===== src/source/sata_phy_pkg.sv =====
//--------------------
// link states, OOB command and event bundles
// timing defaults are in clock cycles and scaled down for simulation
//--------------------
`default_nettype none

package sata_phy_pkg;

    //--------------------
    // link-up FSM states
    typedef enum logic [3:0] {
        st_idle,
        st_send_comreset,
        st_suspend_comreset,
        st_wait_cominit,
        st_send_comwake,
        st_suspend_comwake,
        st_wait_comwake,
        st_wait_oobfinish,
        st_send_dial,
        st_step_gen,
        st_wait_settle,
        st_send_align,
        st_link_ready
    } link_state_e;

    // OOB requests, single-cycle pulses
    typedef struct packed {
        logic cominit;  // also used for COMRESET
        logic comwake;
    } oob_cmd_t;

    // OOB detections, single-cycle pulses
    typedef struct packed {
        logic cominit;
        logic comwake;
        logic oobfinish;
    } oob_event_t;

    //--------------------
    // timing defaults
    localparam int unsigned burst_len_c    = 4;    // idle-low cycles per burst
    localparam int unsigned cominit_gap_c  = 12;
    localparam int unsigned comwake_gap_c  = 4;
    localparam int unsigned num_bursts_c   = 6;    // bursts per sent train
    localparam int unsigned det_bursts_c   = 4;    // matching gaps to detect
    localparam int unsigned gap_tol_c      = 1;    // +/- cycles
    localparam int unsigned finish_len_c   = 16;   // sigdet high for end of OOB
    localparam int unsigned timeout_c      = 400;
    localparam int unsigned settle_c       = 20;   // wait after generation step
    localparam int unsigned align_period_c = 256;
    localparam int unsigned linkup_delay_c = 31;

endpackage

`default_nettype wire


===== src/source/sata_prims_pkg.sv =====
//--------------------
// SATA primitive dwords and dword containers
// byte 0 holds the K28.x character for primitives
// the received dword arrives already byte aligned
//--------------------
`default_nettype none

package sata_prims_pkg;

    //--------------------
    // primitive dwords
    localparam logic [31:0] prim_align_c = 32'h7B4A_4ABC;  // K28.5 D10.2 D10.2 D27.3
    localparam logic [31:0] prim_sync_c  = 32'hB5B5_957C;  // K28.3 D21.4 D21.5 D21.5
    localparam logic [31:0] dial_data_c  = 32'h4A4A_4A4A;  // D10.2 dial pattern

    // control flag of byte 0
    typedef enum logic {
        kind_data = 1'b0,
        kind_prim = 1'b1   // K28.x in byte 0
    } dword_kind_e;

    //--------------------
    // dword containers
    typedef struct packed {
        logic [31:0] data;
        dword_kind_e kind;
    } tx_dword_t;  // 33 bits

    typedef struct packed {
        logic [31:0] data;
        dword_kind_e kind;
        logic [3:0]  sync;  // per-byte sync status
    } rx_dword_t;  // 37 bits

    // link generation
    typedef enum logic [1:0] {
        gen_none = 2'd0,
        gen1     = 2'd1,
        gen2     = 2'd2,
        gen3     = 2'd3
    } sata_gen_e;

endpackage

`default_nettype wire

===== src/source/sata_phy_link.sv =====
//--------------------
// SATA host PHY link controller, single clock
// received dwords must arrive byte aligned on this clock
//--------------------
`default_nettype none

module sata_phy_link #(
    parameter int unsigned BURST_LEN    = sata_phy_pkg::burst_len_c,
    parameter int unsigned COMINIT_GAP  = sata_phy_pkg::cominit_gap_c,
    parameter int unsigned COMWAKE_GAP  = sata_phy_pkg::comwake_gap_c,
    parameter int unsigned NUM_BURSTS   = sata_phy_pkg::num_bursts_c,
    parameter int unsigned DET_BURSTS   = sata_phy_pkg::det_bursts_c,
    parameter int unsigned GAP_TOL      = sata_phy_pkg::gap_tol_c,
    parameter int unsigned FINISH_LEN   = sata_phy_pkg::finish_len_c,
    parameter int unsigned TIMEOUT      = sata_phy_pkg::timeout_c,
    parameter int unsigned SETTLE       = sata_phy_pkg::settle_c,
    parameter int unsigned LINKUP_DELAY = sata_phy_pkg::linkup_delay_c,
    parameter int unsigned ALIGN_PERIOD = sata_phy_pkg::align_period_c
) (
    input  logic                      i_tx_reset,   // clock
    input  logic                      i_tx_clk,     // async reset, active high
    input  logic                      i_rx_locked,
    input  logic                      i_rx_sigdet,
    input  sata_prims_pkg::rx_dword_t i_rx,
    input  sata_prims_pkg::tx_dword_t i_tx,
    output sata_prims_pkg::tx_dword_t o_tx,
    output logic                      o_tx_elecidle,
    output logic                      o_tx_ready,
    output logic                      o_linkup,
    output sata_prims_pkg::sata_gen_e o_sata_gen
);
    import sata_phy_pkg::*;

    oob_cmd_t   oob_cmd;
    oob_event_t oob_evt;
    logic       oob_ready;
    logic       oob_done;
    logic       dial_sel;
    logic       link_ready;

    //--------------------
    phy_link_ctrl #(
        .TIMEOUT      (TIMEOUT),
        .SETTLE       (SETTLE),
        .LINKUP_DELAY (LINKUP_DELAY)
    ) i_phy_link_ctrl (
        .i_tx_reset   (i_tx_reset),
        .i_tx_clk     (i_tx_clk),
        .i_rx_locked  (i_rx_locked),
        .i_rx_sigdet  (i_rx_sigdet),
        .i_rx         (i_rx),
        .i_oob_evt    (oob_evt),
        .i_oob_ready  (oob_ready),
        .o_oob_cmd    (oob_cmd),
        .o_oob_done   (oob_done),
        .o_dial_sel   (dial_sel),
        .o_link_ready (link_ready),
        .o_linkup     (o_linkup),
        .o_sata_gen   (o_sata_gen)
    );

    oob_burst_gen #(
        .BURST_LEN   (BURST_LEN),
        .COMINIT_GAP (COMINIT_GAP),
        .COMWAKE_GAP (COMWAKE_GAP),
        .NUM_BURSTS  (NUM_BURSTS)
    ) i_oob_burst_gen (
        .i_tx_reset  (i_tx_reset),
        .i_tx_clk    (i_tx_clk),
        .i_cmd       (oob_cmd),
        .i_oob_done  (oob_done),
        .o_ready     (oob_ready),
        .o_elecidle  (o_tx_elecidle)
    );

    oob_burst_det #(
        .BURST_LEN   (BURST_LEN),
        .COMINIT_GAP (COMINIT_GAP),
        .COMWAKE_GAP (COMWAKE_GAP),
        .DET_BURSTS  (DET_BURSTS),
        .GAP_TOL     (GAP_TOL),
        .FINISH_LEN  (FINISH_LEN)
    ) i_oob_burst_det (
        .i_tx_reset  (i_tx_reset),
        .i_tx_clk    (i_tx_clk),
        .i_sigdet    (i_rx_sigdet),
        .o_evt       (oob_evt)
    );

    tx_word_mux #(
        .ALIGN_PERIOD (ALIGN_PERIOD)
    ) i_tx_word_mux (
        .i_tx_reset   (i_tx_reset),
        .i_tx_clk     (i_tx_clk),
        .i_dial_sel   (dial_sel),
        .i_link_ready (link_ready),
        .i_tx         (i_tx),
        .o_tx         (o_tx),
        .o_tx_ready   (o_tx_ready)
    );

endmodule

`default_nettype wire


===== src/source/phy_link_ctrl.sv =====
//--------------------
// link-up FSM with timeout, generation fallback and link-up delay
// SETTLE must not exceed TIMEOUT by more than the counter width allows
// generation steps 3 -> 2 -> 1 -> 3 on every dial timeout
//--------------------
`default_nettype none

module phy_link_ctrl #(
    parameter int unsigned TIMEOUT      = 400,
    parameter int unsigned SETTLE       = 20,
    parameter int unsigned LINKUP_DELAY = 31
) (
    input  logic                     i_tx_reset,   // clock
    input  logic                     i_tx_clk,     // async reset, active high
    input  logic                     i_rx_locked,
    input  logic                     i_rx_sigdet,
    input  sata_prims_pkg::rx_dword_t i_rx,
    input  sata_phy_pkg::oob_event_t i_oob_evt,
    input  logic                     i_oob_ready,
    output sata_phy_pkg::oob_cmd_t   o_oob_cmd,
    output logic                     o_oob_done,   // host drives dial or data
    output logic                     o_dial_sel,
    output logic                     o_link_ready,
    output logic                     o_linkup,
    output sata_prims_pkg::sata_gen_e o_sata_gen
);
    import sata_prims_pkg::*;
    import sata_phy_pkg::*;

    localparam int unsigned CNT_MAX = (TIMEOUT > SETTLE) ? TIMEOUT : SETTLE;
    localparam int unsigned CNT_W   = $clog2(CNT_MAX + 1);
    localparam int unsigned DLY_W   = $clog2(LINKUP_DELAY + 1);

    link_state_e      state_q;
    link_state_e      state_nxt;
    logic [CNT_W-1:0] tmo_cnt;
    logic [DLY_W-1:0] dly_cnt;
    sata_gen_e        gen_q;
    logic             counting;
    logic             timeout_hit;
    logic             settle_hit;
    logic             align_seen;
    logic             sync_seen;

    //--------------------
    // receive word decode
    assign align_seen = (i_rx.data == prim_align_c) && (i_rx.kind == kind_prim) && (&i_rx.sync);
    assign sync_seen  = (i_rx.data == prim_sync_c) && (i_rx.kind == kind_prim);

    assign counting    = state_q inside {st_wait_cominit, st_wait_comwake, st_wait_oobfinish,
                                         st_send_dial, st_wait_settle, st_send_align};
    assign timeout_hit = (tmo_cnt == CNT_W'(TIMEOUT - 1));
    assign settle_hit  = (tmo_cnt == CNT_W'(SETTLE - 1));

    //--------------------
    // next state
    always_comb begin
        state_nxt = state_q;
        case (state_q)
            st_idle:             if (i_rx_locked) state_nxt = st_send_comreset;
            st_send_comreset:    state_nxt = st_suspend_comreset;   // one-cycle command
            st_suspend_comreset: if (i_oob_ready) state_nxt = st_wait_cominit;
            st_wait_cominit: begin
                if (i_oob_evt.cominit)
                    state_nxt = st_send_comwake;
                else if (timeout_hit)
                    state_nxt = st_idle;
            end
            st_send_comwake:     state_nxt = st_suspend_comwake;
            st_suspend_comwake:  if (i_oob_ready) state_nxt = st_wait_comwake;
            st_wait_comwake: begin
                if (i_oob_evt.comwake)
                    state_nxt = st_wait_oobfinish;
                else if (timeout_hit)
                    state_nxt = st_idle;
            end
            st_wait_oobfinish: begin
                if (i_oob_evt.oobfinish)
                    state_nxt = st_send_dial;
                else if (timeout_hit)
                    state_nxt = st_idle;
            end
            st_send_dial: begin
                if (align_seen)
                    state_nxt = st_send_align;
                else if (timeout_hit)
                    state_nxt = st_step_gen;    // try next generation
            end
            st_step_gen:         state_nxt = st_wait_settle;
            st_wait_settle:      if (settle_hit) state_nxt = st_idle;
            st_send_align: begin
                if (sync_seen)
                    state_nxt = st_link_ready;
                else if (timeout_hit)
                    state_nxt = st_idle;
            end
            st_link_ready:       if (!(i_rx_sigdet && (&i_rx.sync))) state_nxt = st_idle;
            default:             state_nxt = st_idle;
        endcase
    end

    //--------------------
    // state, timeout counter, generation
    always_ff @(posedge i_tx_reset or posedge i_tx_clk) begin
        if (i_tx_clk) begin
            state_q <= st_idle;
            tmo_cnt <= '0;
            gen_q   <= gen3;
        end else begin
            state_q <= state_nxt;
            // clears on any state change
            tmo_cnt <= (counting && (state_nxt == state_q)) ? tmo_cnt + 1'b1 : '0;
            if ((state_q == st_send_dial) && (state_nxt == st_step_gen)) begin
                case (gen_q)
                    gen1:    gen_q <= gen3;   // wrap around
                    gen2:    gen_q <= gen1;
                    default: gen_q <= gen2;
                endcase
            end
        end
    end

    // link-up delay, saturating
    always_ff @(posedge i_tx_reset or posedge i_tx_clk) begin
        if (i_tx_clk) begin
            dly_cnt  <= '0;
            o_linkup <= 1'b0;
        end else begin
            if (o_link_ready)
                dly_cnt <= dly_cnt + DLY_W'(dly_cnt != DLY_W'(LINKUP_DELAY));
            else
                dly_cnt <= '0;
            o_linkup <= o_link_ready && (dly_cnt == DLY_W'(LINKUP_DELAY));
        end
    end

    //--------------------
    // state decode
    assign o_oob_cmd    = '{cominit: (state_q == st_send_comreset),
                            comwake: (state_q == st_send_comwake)};
    assign o_dial_sel   = (state_q == st_send_dial);
    assign o_link_ready = (state_q == st_link_ready);
    assign o_oob_done   = (state_q inside {st_send_dial, st_send_align, st_link_ready}) ||
                          o_linkup;   // line stays active until o_linkup drops
    assign o_sata_gen   = o_linkup ? gen_q : gen_none;   // none until link is up

endmodule

`default_nettype wire


===== src/source/tx_word_mux.sv =====
//--------------------
// registered transmit dword select with periodic ALIGN pairs
// user words offered while o_tx_ready is low are dropped
//--------------------
`default_nettype none

module tx_word_mux #(
    parameter int unsigned ALIGN_PERIOD = 256
) (
    input  logic                      i_tx_reset,   // clock
    input  logic                      i_tx_clk,     // async reset, active high
    input  logic                      i_dial_sel,
    input  logic                      i_link_ready,
    input  sata_prims_pkg::tx_dword_t i_tx,
    output sata_prims_pkg::tx_dword_t o_tx,
    output logic                      o_tx_ready
);
    import sata_prims_pkg::*;

    localparam int unsigned AC_W = $clog2(ALIGN_PERIOD);

    logic [AC_W-1:0] align_cnt;
    logic            align_slot;

    assign align_slot = i_link_ready & (align_cnt < AC_W'(2));   // counts 0 and 1
    assign o_tx_ready = ~align_slot;

    //--------------------
    // ALIGN period counter
    always_ff @(posedge i_tx_reset or posedge i_tx_clk) begin
        if (i_tx_clk)
            align_cnt <= '0;
        else if (!i_link_ready)
            align_cnt <= '0;
        else if (align_cnt == AC_W'(ALIGN_PERIOD - 1))
            align_cnt <= '0;
        else
            align_cnt <= align_cnt + 1'b1;
    end

    // output word register
    always_ff @(posedge i_tx_reset or posedge i_tx_clk) begin
        if (i_tx_clk)
            o_tx <= '0;
        else if (i_dial_sel)
            o_tx <= '{data: dial_data_c, kind: kind_data};
        else if (i_link_ready && !align_slot)
            o_tx <= i_tx;
        else
            o_tx <= '{data: prim_align_c, kind: kind_prim};   // idle filler
    end

endmodule

`default_nettype wire


===== src/source/oob_burst_det.sv =====
//--------------------
// OOB detector on the signal-detect level
// assumes COMINIT_GAP > COMWAKE_GAP + 2*GAP_TOL and BURST_LEN + GAP_TOL < FINISH_LEN
//--------------------
`default_nettype none

module oob_burst_det #(
    parameter int unsigned BURST_LEN   = 4,
    parameter int unsigned COMINIT_GAP = 12,
    parameter int unsigned COMWAKE_GAP = 4,
    parameter int unsigned DET_BURSTS  = 4,
    parameter int unsigned GAP_TOL     = 1,
    parameter int unsigned FINISH_LEN  = 16
) (
    input  logic                     i_tx_reset,   // clock
    input  logic                     i_tx_clk,     // async reset, active high
    input  logic                     i_sigdet,
    output sata_phy_pkg::oob_event_t o_evt
);
    localparam int unsigned LO_MAX = COMINIT_GAP + GAP_TOL + 1;   // beyond any match
    localparam int unsigned LO_W   = $clog2(LO_MAX + 1);
    localparam int unsigned HI_W   = $clog2(FINISH_LEN + 1);
    localparam int unsigned MC_W   = $clog2(DET_BURSTS + 1);

    logic            sigdet_q;
    logic [LO_W-1:0] lo_cnt;     // idle cycles of current gap
    logic [HI_W-1:0] hi_cnt;     // high cycles of current burst
    logic [MC_W-1:0] init_cnt;
    logic [MC_W-1:0] wake_cnt;
    logic            rise;
    logic            fall;
    logic            init_match;
    logic            wake_match;
    logic            long_burst;

    assign rise = i_sigdet & ~sigdet_q;     // ends a gap
    assign fall = ~i_sigdet & sigdet_q;

    //--------------------
    // gap classification
    assign init_match = (lo_cnt >= LO_W'(COMINIT_GAP - GAP_TOL)) &&
                        (lo_cnt <= LO_W'(COMINIT_GAP + GAP_TOL));
    assign wake_match = (lo_cnt >= LO_W'(COMWAKE_GAP - GAP_TOL)) &&
                        (lo_cnt <= LO_W'(COMWAKE_GAP + GAP_TOL));
    assign long_burst = hi_cnt > HI_W'(BURST_LEN + GAP_TOL);   // not an OOB burst

    always_ff @(posedge i_tx_reset or posedge i_tx_clk) begin
        if (i_tx_clk) begin
            sigdet_q <= 1'b0;
            lo_cnt   <= '0;
            hi_cnt   <= '0;
            init_cnt <= '0;
            wake_cnt <= '0;
            o_evt    <= '0;
        end else begin
            sigdet_q <= i_sigdet;
            // saturating run-length counters
            if (i_sigdet)
                lo_cnt <= '0;
            else if (lo_cnt != LO_W'(LO_MAX))
                lo_cnt <= lo_cnt + 1'b1;
            if (!i_sigdet)
                hi_cnt <= '0;                      // rearms oobfinish
            else if (hi_cnt != HI_W'(FINISH_LEN))
                hi_cnt <= hi_cnt + 1'b1;

            o_evt <= '0;                           // pulses only
            o_evt.oobfinish <= i_sigdet && (hi_cnt == HI_W'(FINISH_LEN - 1));

            if (fall && long_burst) begin
                init_cnt <= '0;
                wake_cnt <= '0;
            end else if (rise) begin
                if (init_match) begin
                    wake_cnt <= '0;
                    if (init_cnt == MC_W'(DET_BURSTS - 1)) begin
                        init_cnt      <= '0;
                        o_evt.cominit <= 1'b1;
                    end else begin
                        init_cnt <= init_cnt + 1'b1;
                    end
                end else if (wake_match) begin
                    init_cnt <= '0;
                    if (wake_cnt == MC_W'(DET_BURSTS - 1)) begin
                        wake_cnt      <= '0;
                        o_evt.comwake <= 1'b1;
                    end else begin
                        wake_cnt <= wake_cnt + 1'b1;
                    end
                end else begin
                    init_cnt <= '0;                // gap matches neither
                    wake_cnt <= '0;
                end
            end
        end
    end

endmodule

`default_nettype wire


===== src/source/oob_burst_gen.sv =====
//--------------------
// OOB burst train generator, electrical idle low marks a burst
// commands arriving while a train runs are ignored
//--------------------
`default_nettype none

module oob_burst_gen #(
    parameter int unsigned BURST_LEN   = 4,
    parameter int unsigned COMINIT_GAP = 12,
    parameter int unsigned COMWAKE_GAP = 4,
    parameter int unsigned NUM_BURSTS  = 6
) (
    input  logic                   i_tx_reset,   // clock
    input  logic                   i_tx_clk,     // async reset, active high
    input  sata_phy_pkg::oob_cmd_t i_cmd,
    input  logic                   i_oob_done,
    output logic                   o_ready,
    output logic                   o_elecidle
);
    localparam int unsigned GAP_MAX = (COMINIT_GAP > COMWAKE_GAP) ? COMINIT_GAP : COMWAKE_GAP;
    localparam int unsigned LEN_MAX = (GAP_MAX > BURST_LEN) ? GAP_MAX : BURST_LEN;
    localparam int unsigned PH_W    = $clog2(LEN_MAX + 1);
    localparam int unsigned BC_W    = $clog2(NUM_BURSTS + 1);

    logic            busy_q;
    logic            wake_q;    // latched command kind
    logic            gap_q;     // 0 burst, 1 gap
    logic [PH_W-1:0] ph_cnt;
    logic [PH_W-1:0] gap_len;
    logic [BC_W-1:0] burst_cnt;
    logic            start;

    assign start   = (i_cmd.cominit | i_cmd.comwake) & ~busy_q;
    assign gap_len = wake_q ? PH_W'(COMWAKE_GAP) : PH_W'(COMINIT_GAP);

    //--------------------
    // burst and phase counters
    always_ff @(posedge i_tx_reset or posedge i_tx_clk) begin
        if (i_tx_clk) begin
            busy_q    <= 1'b0;
            wake_q    <= 1'b0;
            gap_q     <= 1'b0;
            ph_cnt    <= '0;
            burst_cnt <= '0;
        end else if (start) begin
            busy_q    <= 1'b1;
            wake_q    <= i_cmd.comwake;
            gap_q     <= 1'b0;            // train opens with a burst
            ph_cnt    <= '0;
            burst_cnt <= '0;
        end else if (busy_q) begin
            if (!gap_q && (ph_cnt == PH_W'(BURST_LEN - 1))) begin
                gap_q  <= 1'b1;
                ph_cnt <= '0;
            end else if (gap_q && (ph_cnt == gap_len - 1'b1)) begin
                gap_q  <= 1'b0;
                ph_cnt <= '0;
                if (burst_cnt == BC_W'(NUM_BURSTS - 1))
                    busy_q <= 1'b0;        // last gap done
                else
                    burst_cnt <= burst_cnt + 1'b1;
            end else begin
                ph_cnt <= ph_cnt + 1'b1;
            end
        end
    end

    assign o_ready    = ~busy_q;
    // active line while dialing or sending data
    assign o_elecidle = ~i_oob_done & ~(busy_q & ~gap_q);

endmodule

`default_nettype wire


===== config.mk =====
export PLATFORM = sky130hd
export DESIGN_NAME = sata_phy_link
export DESIGN_NICKNAME = d
export VERILOG_FILES = /design/src/source/sata_phy_pkg.sv /design/src/source/sata_prims_pkg.sv /design/src/source/sata_phy_link.sv /design/src/source/phy_link_ctrl.sv /design/src/source/tx_word_mux.sv /design/src/source/oob_burst_det.sv /design/src/source/oob_burst_gen.sv
export SDC_FILE = /design/constraint.sdc
export NUM_CORES = 1
export LEC_CHECK = 0
export BUFFER_PORTS_ARGS = -buffer_cell sky130_fd_sc_hd__buf_4
export CORE_UTILIZATION = 57
export DETAILED_ROUTE_END_ITERATION = 10
export PLACE_DENSITY = 0.85
export RECOVER_POWER = 100
export SLEW_MARGIN = 0
export SYNTH_ARGS = -nofsm -noshare
export SYNTH_HDL_FRONTEND = slang
export SYNTH_SLANG_ARGS = --single-unit

===== constraint.sdc =====
create_clock -name i_tx_reset -period 4.5 [get_ports i_tx_reset]
set_input_delay 0.45 -clock i_tx_reset [delete_from_list [all_inputs] [get_ports i_tx_reset]]
set_output_delay 0.45 -clock i_tx_reset [all_outputs]
set_load 0.01 [all_outputs]

# Word level (Yosys, flattened, before mapping)
# Cells that the tools add are included.
# word_totals
inputBits	74
regBits	91
word_cells	173
# classes
bitwise_logic	14
addsub	10
reduce_logical	28
n_eq_ne	34
mux	60
magnitude_cmp	6
# ops
cell	n
$mux W4	19
$mux W33	2
$pmux W4 S13	1
$mux W3	14
$eq A32 B31 Y1 const B	1
$eq A32 B32 Y1 const B	1
$eq A4 B4 Y1 const B	6
$eq A4 B3 Y1 const B	4
$mux W8	2
$mux W5	3
$logic_and A1 B1 Y1	14
$mux W1	14
$eq A4 B2 Y1 const B	3
$ne A5 B5 Y1 const B	2
$add A3 B1 Y3 const B	3
$add A9 B1 Y9 const B	1
$eq A9 B5 Y1 const B	1
$eq A9 B9 Y1 const B	1
$mux W9	1
$add A4 B1 Y4 const B	2
$add A8 B1 Y8 const B	1
$eq A4 B4 Y1	2
$eq A8 B8 Y1 const B	1
$lt A8 B2 Y1 const B	1
other kinds (30)	52

# Logic depth before layout (Yosys ltp)
# logic_depth
ltp_word	8
mapped_depth	8

# By module
# A second synthesis with hierarchy kept.
# hier_totals
hier_cells	467
hier_area_um2	4863.4
# by_module_without_submodules
module	cells_each	n_inst	seq_area_each_um2	area_per_inst_um2
phy_link_ctrl	198	1	528.0	1739.2
tx_word_mux	124	1	1026.0	1547.7
oob_burst_det	88	1	475.5	1012.2
oob_burst_gen	57	1	250.2	564.3

# Least setup slack after synthesis
# Ideal clock, no wire load.
# synth_timing
path_type	flip-flop to flip-flop
startpoint	reg i_phy_link_ctrl.state_q[0]
endpoint	reg i_phy_link_ctrl.tmo_cnt[2]
period_less_slack_ps	2268
setup_time_ps	83
arrival_time_ps	2185
setup_slack_ps	2232
path_buffers	2
path_stages_with_launch	9
cell_sequence	dfrtp_1 > buf_6 > or4b_4 > nand4b_1 > or3_4 > and3_4 > a31o_1 > buf_6 > nor3_2
# synth_between
elab_chain_cells	6
# synth_rtl
item	line_no	text
start: declaration	phy_link_ctrl.sv:34	link_state_e state_q;
start signal: assignment	phy_link_ctrl.sv:106	state_q <= st_idle;
start signal: assignment	phy_link_ctrl.sv:110	state_q <= state_nxt;
$mux W4, on equally long branches (2 in series)	n/a	
$pmux W4 S13	phy_link_ctrl.sv:59	case (state_q)
$eq A4 B4 Y1	phy_link_ctrl.sv:112	tmo_cnt <= (counting && (state_nxt == state_q)) ? tmo_cnt + 1'b1 : '0;
$logic_and A1 B1 Y1 *	phy_link_ctrl.sv:112	
$mux W9 *	phy_link_ctrl.sv:112	
end signal: assignment	phy_link_ctrl.sv:112	
end: declaration	phy_link_ctrl.sv:36	logic [CNT_W-1:0] tmo_cnt;
# Mark *: on every way between the ends. The rest lies on a longest branch, timed or not.
# A chain may end at the register's enable or synchronous reset.

# Final worst setup path
# layout_timing
startpoint	reg i_tx_word_mux.align_cnt[3]
endpoint	out o_tx_ready
# layout_between
elab_chain_cells	3
# layout_rtl
item	line_no	text
start: declaration	tx_word_mux.sv:22	logic [AC_W-1:0] align_cnt;
start signal: assignment	tx_word_mux.sv:38	align_cnt <= align_cnt + 1'b1;
$lt A8 B2 Y1	tx_word_mux.sv:25	assign align_slot = i_link_ready & (align_cnt < AC_W'(2));
$and A1 B1 Y1	tx_word_mux.sv:25	
$not A1 Y1	tx_word_mux.sv:26	assign o_tx_ready = ~align_slot;
end: declaration	sata_phy_link.sv:28	output logic o_tx_ready,
# No other way between the ends.

==> impl_metrics.json <==
{
  "die_x_um": 90.9,
  "outcome": "finished with violations",
  "slew_viol_final": 70,
  "route.antenna.remaining_nets": 0,
  "path_class": "flip-flop to output port",
  "clk_latency_ns": 0.37,
  "synth_most_common_cell": "dfrtp_1",
  "place_hpwl_um": 7320,
  "syn-mean-instance-area_um2": 10.6,
  "place_ws_ns": 1.77,
  "cp_slowest_stage_delay_ns": 1.26,
  "place_area_um2": 5420,
  "clk_pin_slew_worst_paths_ns": 0.10,
  "synth_area_leaders": "dfrtp_1 (49%), ha_1 (5.0%), nor2_1 (3.3%), xor2_1 (2.9%), nand3_1 (2.8%)",
  "core_um2": 7690,
  "drt-met1-wl_um": 4110,
  "place_congestion": 0.847,
  "design.die.area_um2": 8260,
  "reg2reg_slack_ns": 1.28,
  "io_buffers": 111,
  "top_layer_used": "met4",
  "worstPathArrival_ns": 2.92,
  "utilization": 0.709,
  "rsz0062_at_grt": "false",
  "finalSetupViolCount": 0,
  "regToRegStartpoint": "i_tx_word_mux.align_cnt[3]",
  "ios": 112,
  "worst_slew_pin_slew_ns": 2.34,
  "crit_path_max_fanout": 13,
  "cts_hold_buf": 0,
  "reg2reg_depth": 4,
  "root_buffer": "clkbuf_8",
  "netlist.area_leader.share": 0.494,
  "synthArstFlopShare": 1.00,
  "cts.sinks": 91,
  "fmax_mhz": 297,
  "core.rowCount": 32,
  "initial_utilization": 0.586,
  "ys_ff_latch": 91,
  "synthesis.nets": 518,
  "cts_tree": "yes",
  "path_buf_inv": 1,
  "cp.required_ns": 4.05,
  "syn-instance-count": 426,
  "ys_seq_area_frac": 0.506,
  "diodes": 0,
  "hold_viol": 0,
  "grt_max_degree": 56,
  "vias": 3616,
  "synthToLayoutAreaGrowth_pct": 20.9,
  "cellLeakagePower_uw": 0.00245,
  "layout_setup_ws_ns": 1.13,
  "violations": "max-capacitance violations, max-slew violations",
  "slowest_stage": "nor4_1",
  "first_pass_iters": 4,
  "min_period_ns": 3.37,
  "post_cts_buffers": 0,
  "yosysUniqueCellTypes": 60,
  "synthTopCellsByCount": "dfrtp_1 (89), nor2_1 (40), nand3_1 (25), nand2_1 (22), and2_1 (19)",
  "drv_cap": 2,
  "power_density_nw_per_um2": 361,
  "clk_path_buf_depth": 2,
  "max-slew-margin-rel": -0.571,
  "reg2reg_to": "i_tx_word_mux.o_tx[32]",
  "wl_met2_um": 5250,
  "worstHoldPathCells": 2,
  "min_path_type": "primary input to flip-flop",
  "synth_area_um2": 4510,
  "fin_area_um2": 5450,
  "grt.total_usage": 0.261,
  "antenna_found_initial": 0,
  "cts_resized": 0,
  "critPathTopFamily": "simple AND/OR/NAND/NOR gates",
  "yosys_warnings": 0,
  "via_per_inst": 5.62,
  "crit_chain": "or4_1 -> nor4_1 -> nand2_1 -> clkbuf_1",
  "hp-start": "i_tx[31]",
  "final_nets": 628,
  "drtIter0Drc": 241,
  "startpoint_type": "flip-flop",
  "place_inst": 627,
  "numCtsBuffers": 9,
  "crit_path_end_kind": "output port",
  "wl_met3_um": 548,
  "synth-edff-count": 0,
  "grt_first_pass_wirelength_um": 17000,
  "yosys.area.top_type": "dfrtp_1",
  "grt_pass1_vias": 3698,
  "die_h_um": 90.9,
  "hold_end": "i_tx_word_mux.o_tx[31]",
  "htreeDepth": 3,
  "nFillCells": 611,
  "wire_per_inst_um": 15.7,
  "synth-main-ff-cell": "dfrtp_1",
  "wirelength_um": 10100,
  "fin_skew_ns": 0.0171,
  "finalCritPeriodShare": 0.748,
  "route.detailed.drc": 0,
  "final_cells": 643,
  "fin_tns_setup_ns": 0,
  "ir_drop_v": 0.000223,
  "grt_overflow_total": 0,
  "drive_above_1_share": 0.189
}
## worst reg2reg max path, stage by stage, from the launching register on
cell     delay (ns)
dfrtp_1        0.43
or4_1          0.54
nor4_1         1.26
nor2_1         0.56
and2_0         0.33
## where the power goes
part	total, µW	internal, µW	leakage, µW	switching (µW)
clock network	616	319	0.000111	297
registers	960	874	0.00114	86.5
logic	392	181	0.00120	211
total	1970	1370	0.00245	594
## how the worst max path moves through the flow
stage | start | endpoint | slack (ns) | cells past startpoint
after floorplan | i_tx_clk | i_oob_burst_det.hi_cnt[0] | 1.69 | 1
after global placement | i_phy_link_ctrl.state_q[2] | i_phy_link_ctrl.tmo_cnt[6] | 1.84 | 6
after detailed placement | i_phy_link_ctrl.state_q[2] | i_phy_link_ctrl.tmo_cnt[3] | 1.77 | 6
after global routing | i_tx_word_mux.align_cnt[3] | o_tx_ready | 0.87 | 4
final | i_tx_word_mux.align_cnt[3] | o_tx_ready | 1.13 | 4
after CTS | i_tx_word_mux.align_cnt[3] | o_tx_ready | 1.57 | 4
## layout by cell type (no fill, tap or decap), types with 5 or more instances in the layout
cell type	count
and2_1	9
ha_1	18
buf_4	73
a21oi_1	8
and3_1	15
nor4bb_1	5
xor2_1	15
inv_1	17
nand2_1	22
nor2_1	40
o21ai_0	10
or3_1	11
dfrtp_1	89
and2_0	10
clkbuf_1	39
clkbuf_8	9
xnor2_1	11
nor2b_1	6
a31oi_1	8
nand2b_1	6
o21a_1	12
nand3_1	25
nor3_1	9
## stage by stage
step	power, µW	hold slack [ns]
2_1_floorplan	1280	0.448
3_3_place_gp	1360	0.463
3_5_place_dp	1390	0.481
4_1_cts	2000	0.270
5_1_grt	2070	0.262
6_report	1970	0.272
## layout make-up
cell class,instances,area (µm²),area share
flip-flops and latches,91,2280,0.418
multi-input cells,304,2050,0.376
repair buffers,112,698,0.128
clock buffers,10,128,0.0234
well taps,102,128,0.0234
clock inverters,6,95.1,0.0175
inverters,18,68.8,0.0126
## flip-flops by register name, summed over array words and instances (netlist names), 2 cells and up
register                   flops
i_phy_link_ctrl.dly_cnt        5
i_tx_word_mux.align_cnt        8
i_phy_link_ctrl.gen_q          2
i_phy_link_ctrl.state_q        4
i_oob_burst_det.wake_cnt       3
i_oob_burst_det.lo_cnt         4
i_oob_burst_gen.burst_cnt      3
i_oob_burst_det.o_evt          3
i_oob_burst_det.init_cnt       3
i_oob_burst_det.hi_cnt         5
i_phy_link_ctrl.tmo_cnt        9
i_tx_word_mux.o_tx            33
i_oob_burst_gen.ph_cnt         4
## routing by layer
metal,vias to the layer above,track usage
met5,-,0
met4,0,0.107
met3,18,0.0513
met2,115,0.467
met1,1756,0.307
li1,1727,-
## cells by family (layout without fill, tap and decap cells)
logic type,count (synthesis),after routing,synth area share
compound gates,63,63,0.101
xor+xnor,26,26,0.0505
fa+ha+maj,18,18,0.0500
buf+inv,31,146,0.0292
flops,91,91,0.506
mux,6,6,0.0142
simple gates,191,191,0.249
(Power assumes the default switching activity.)
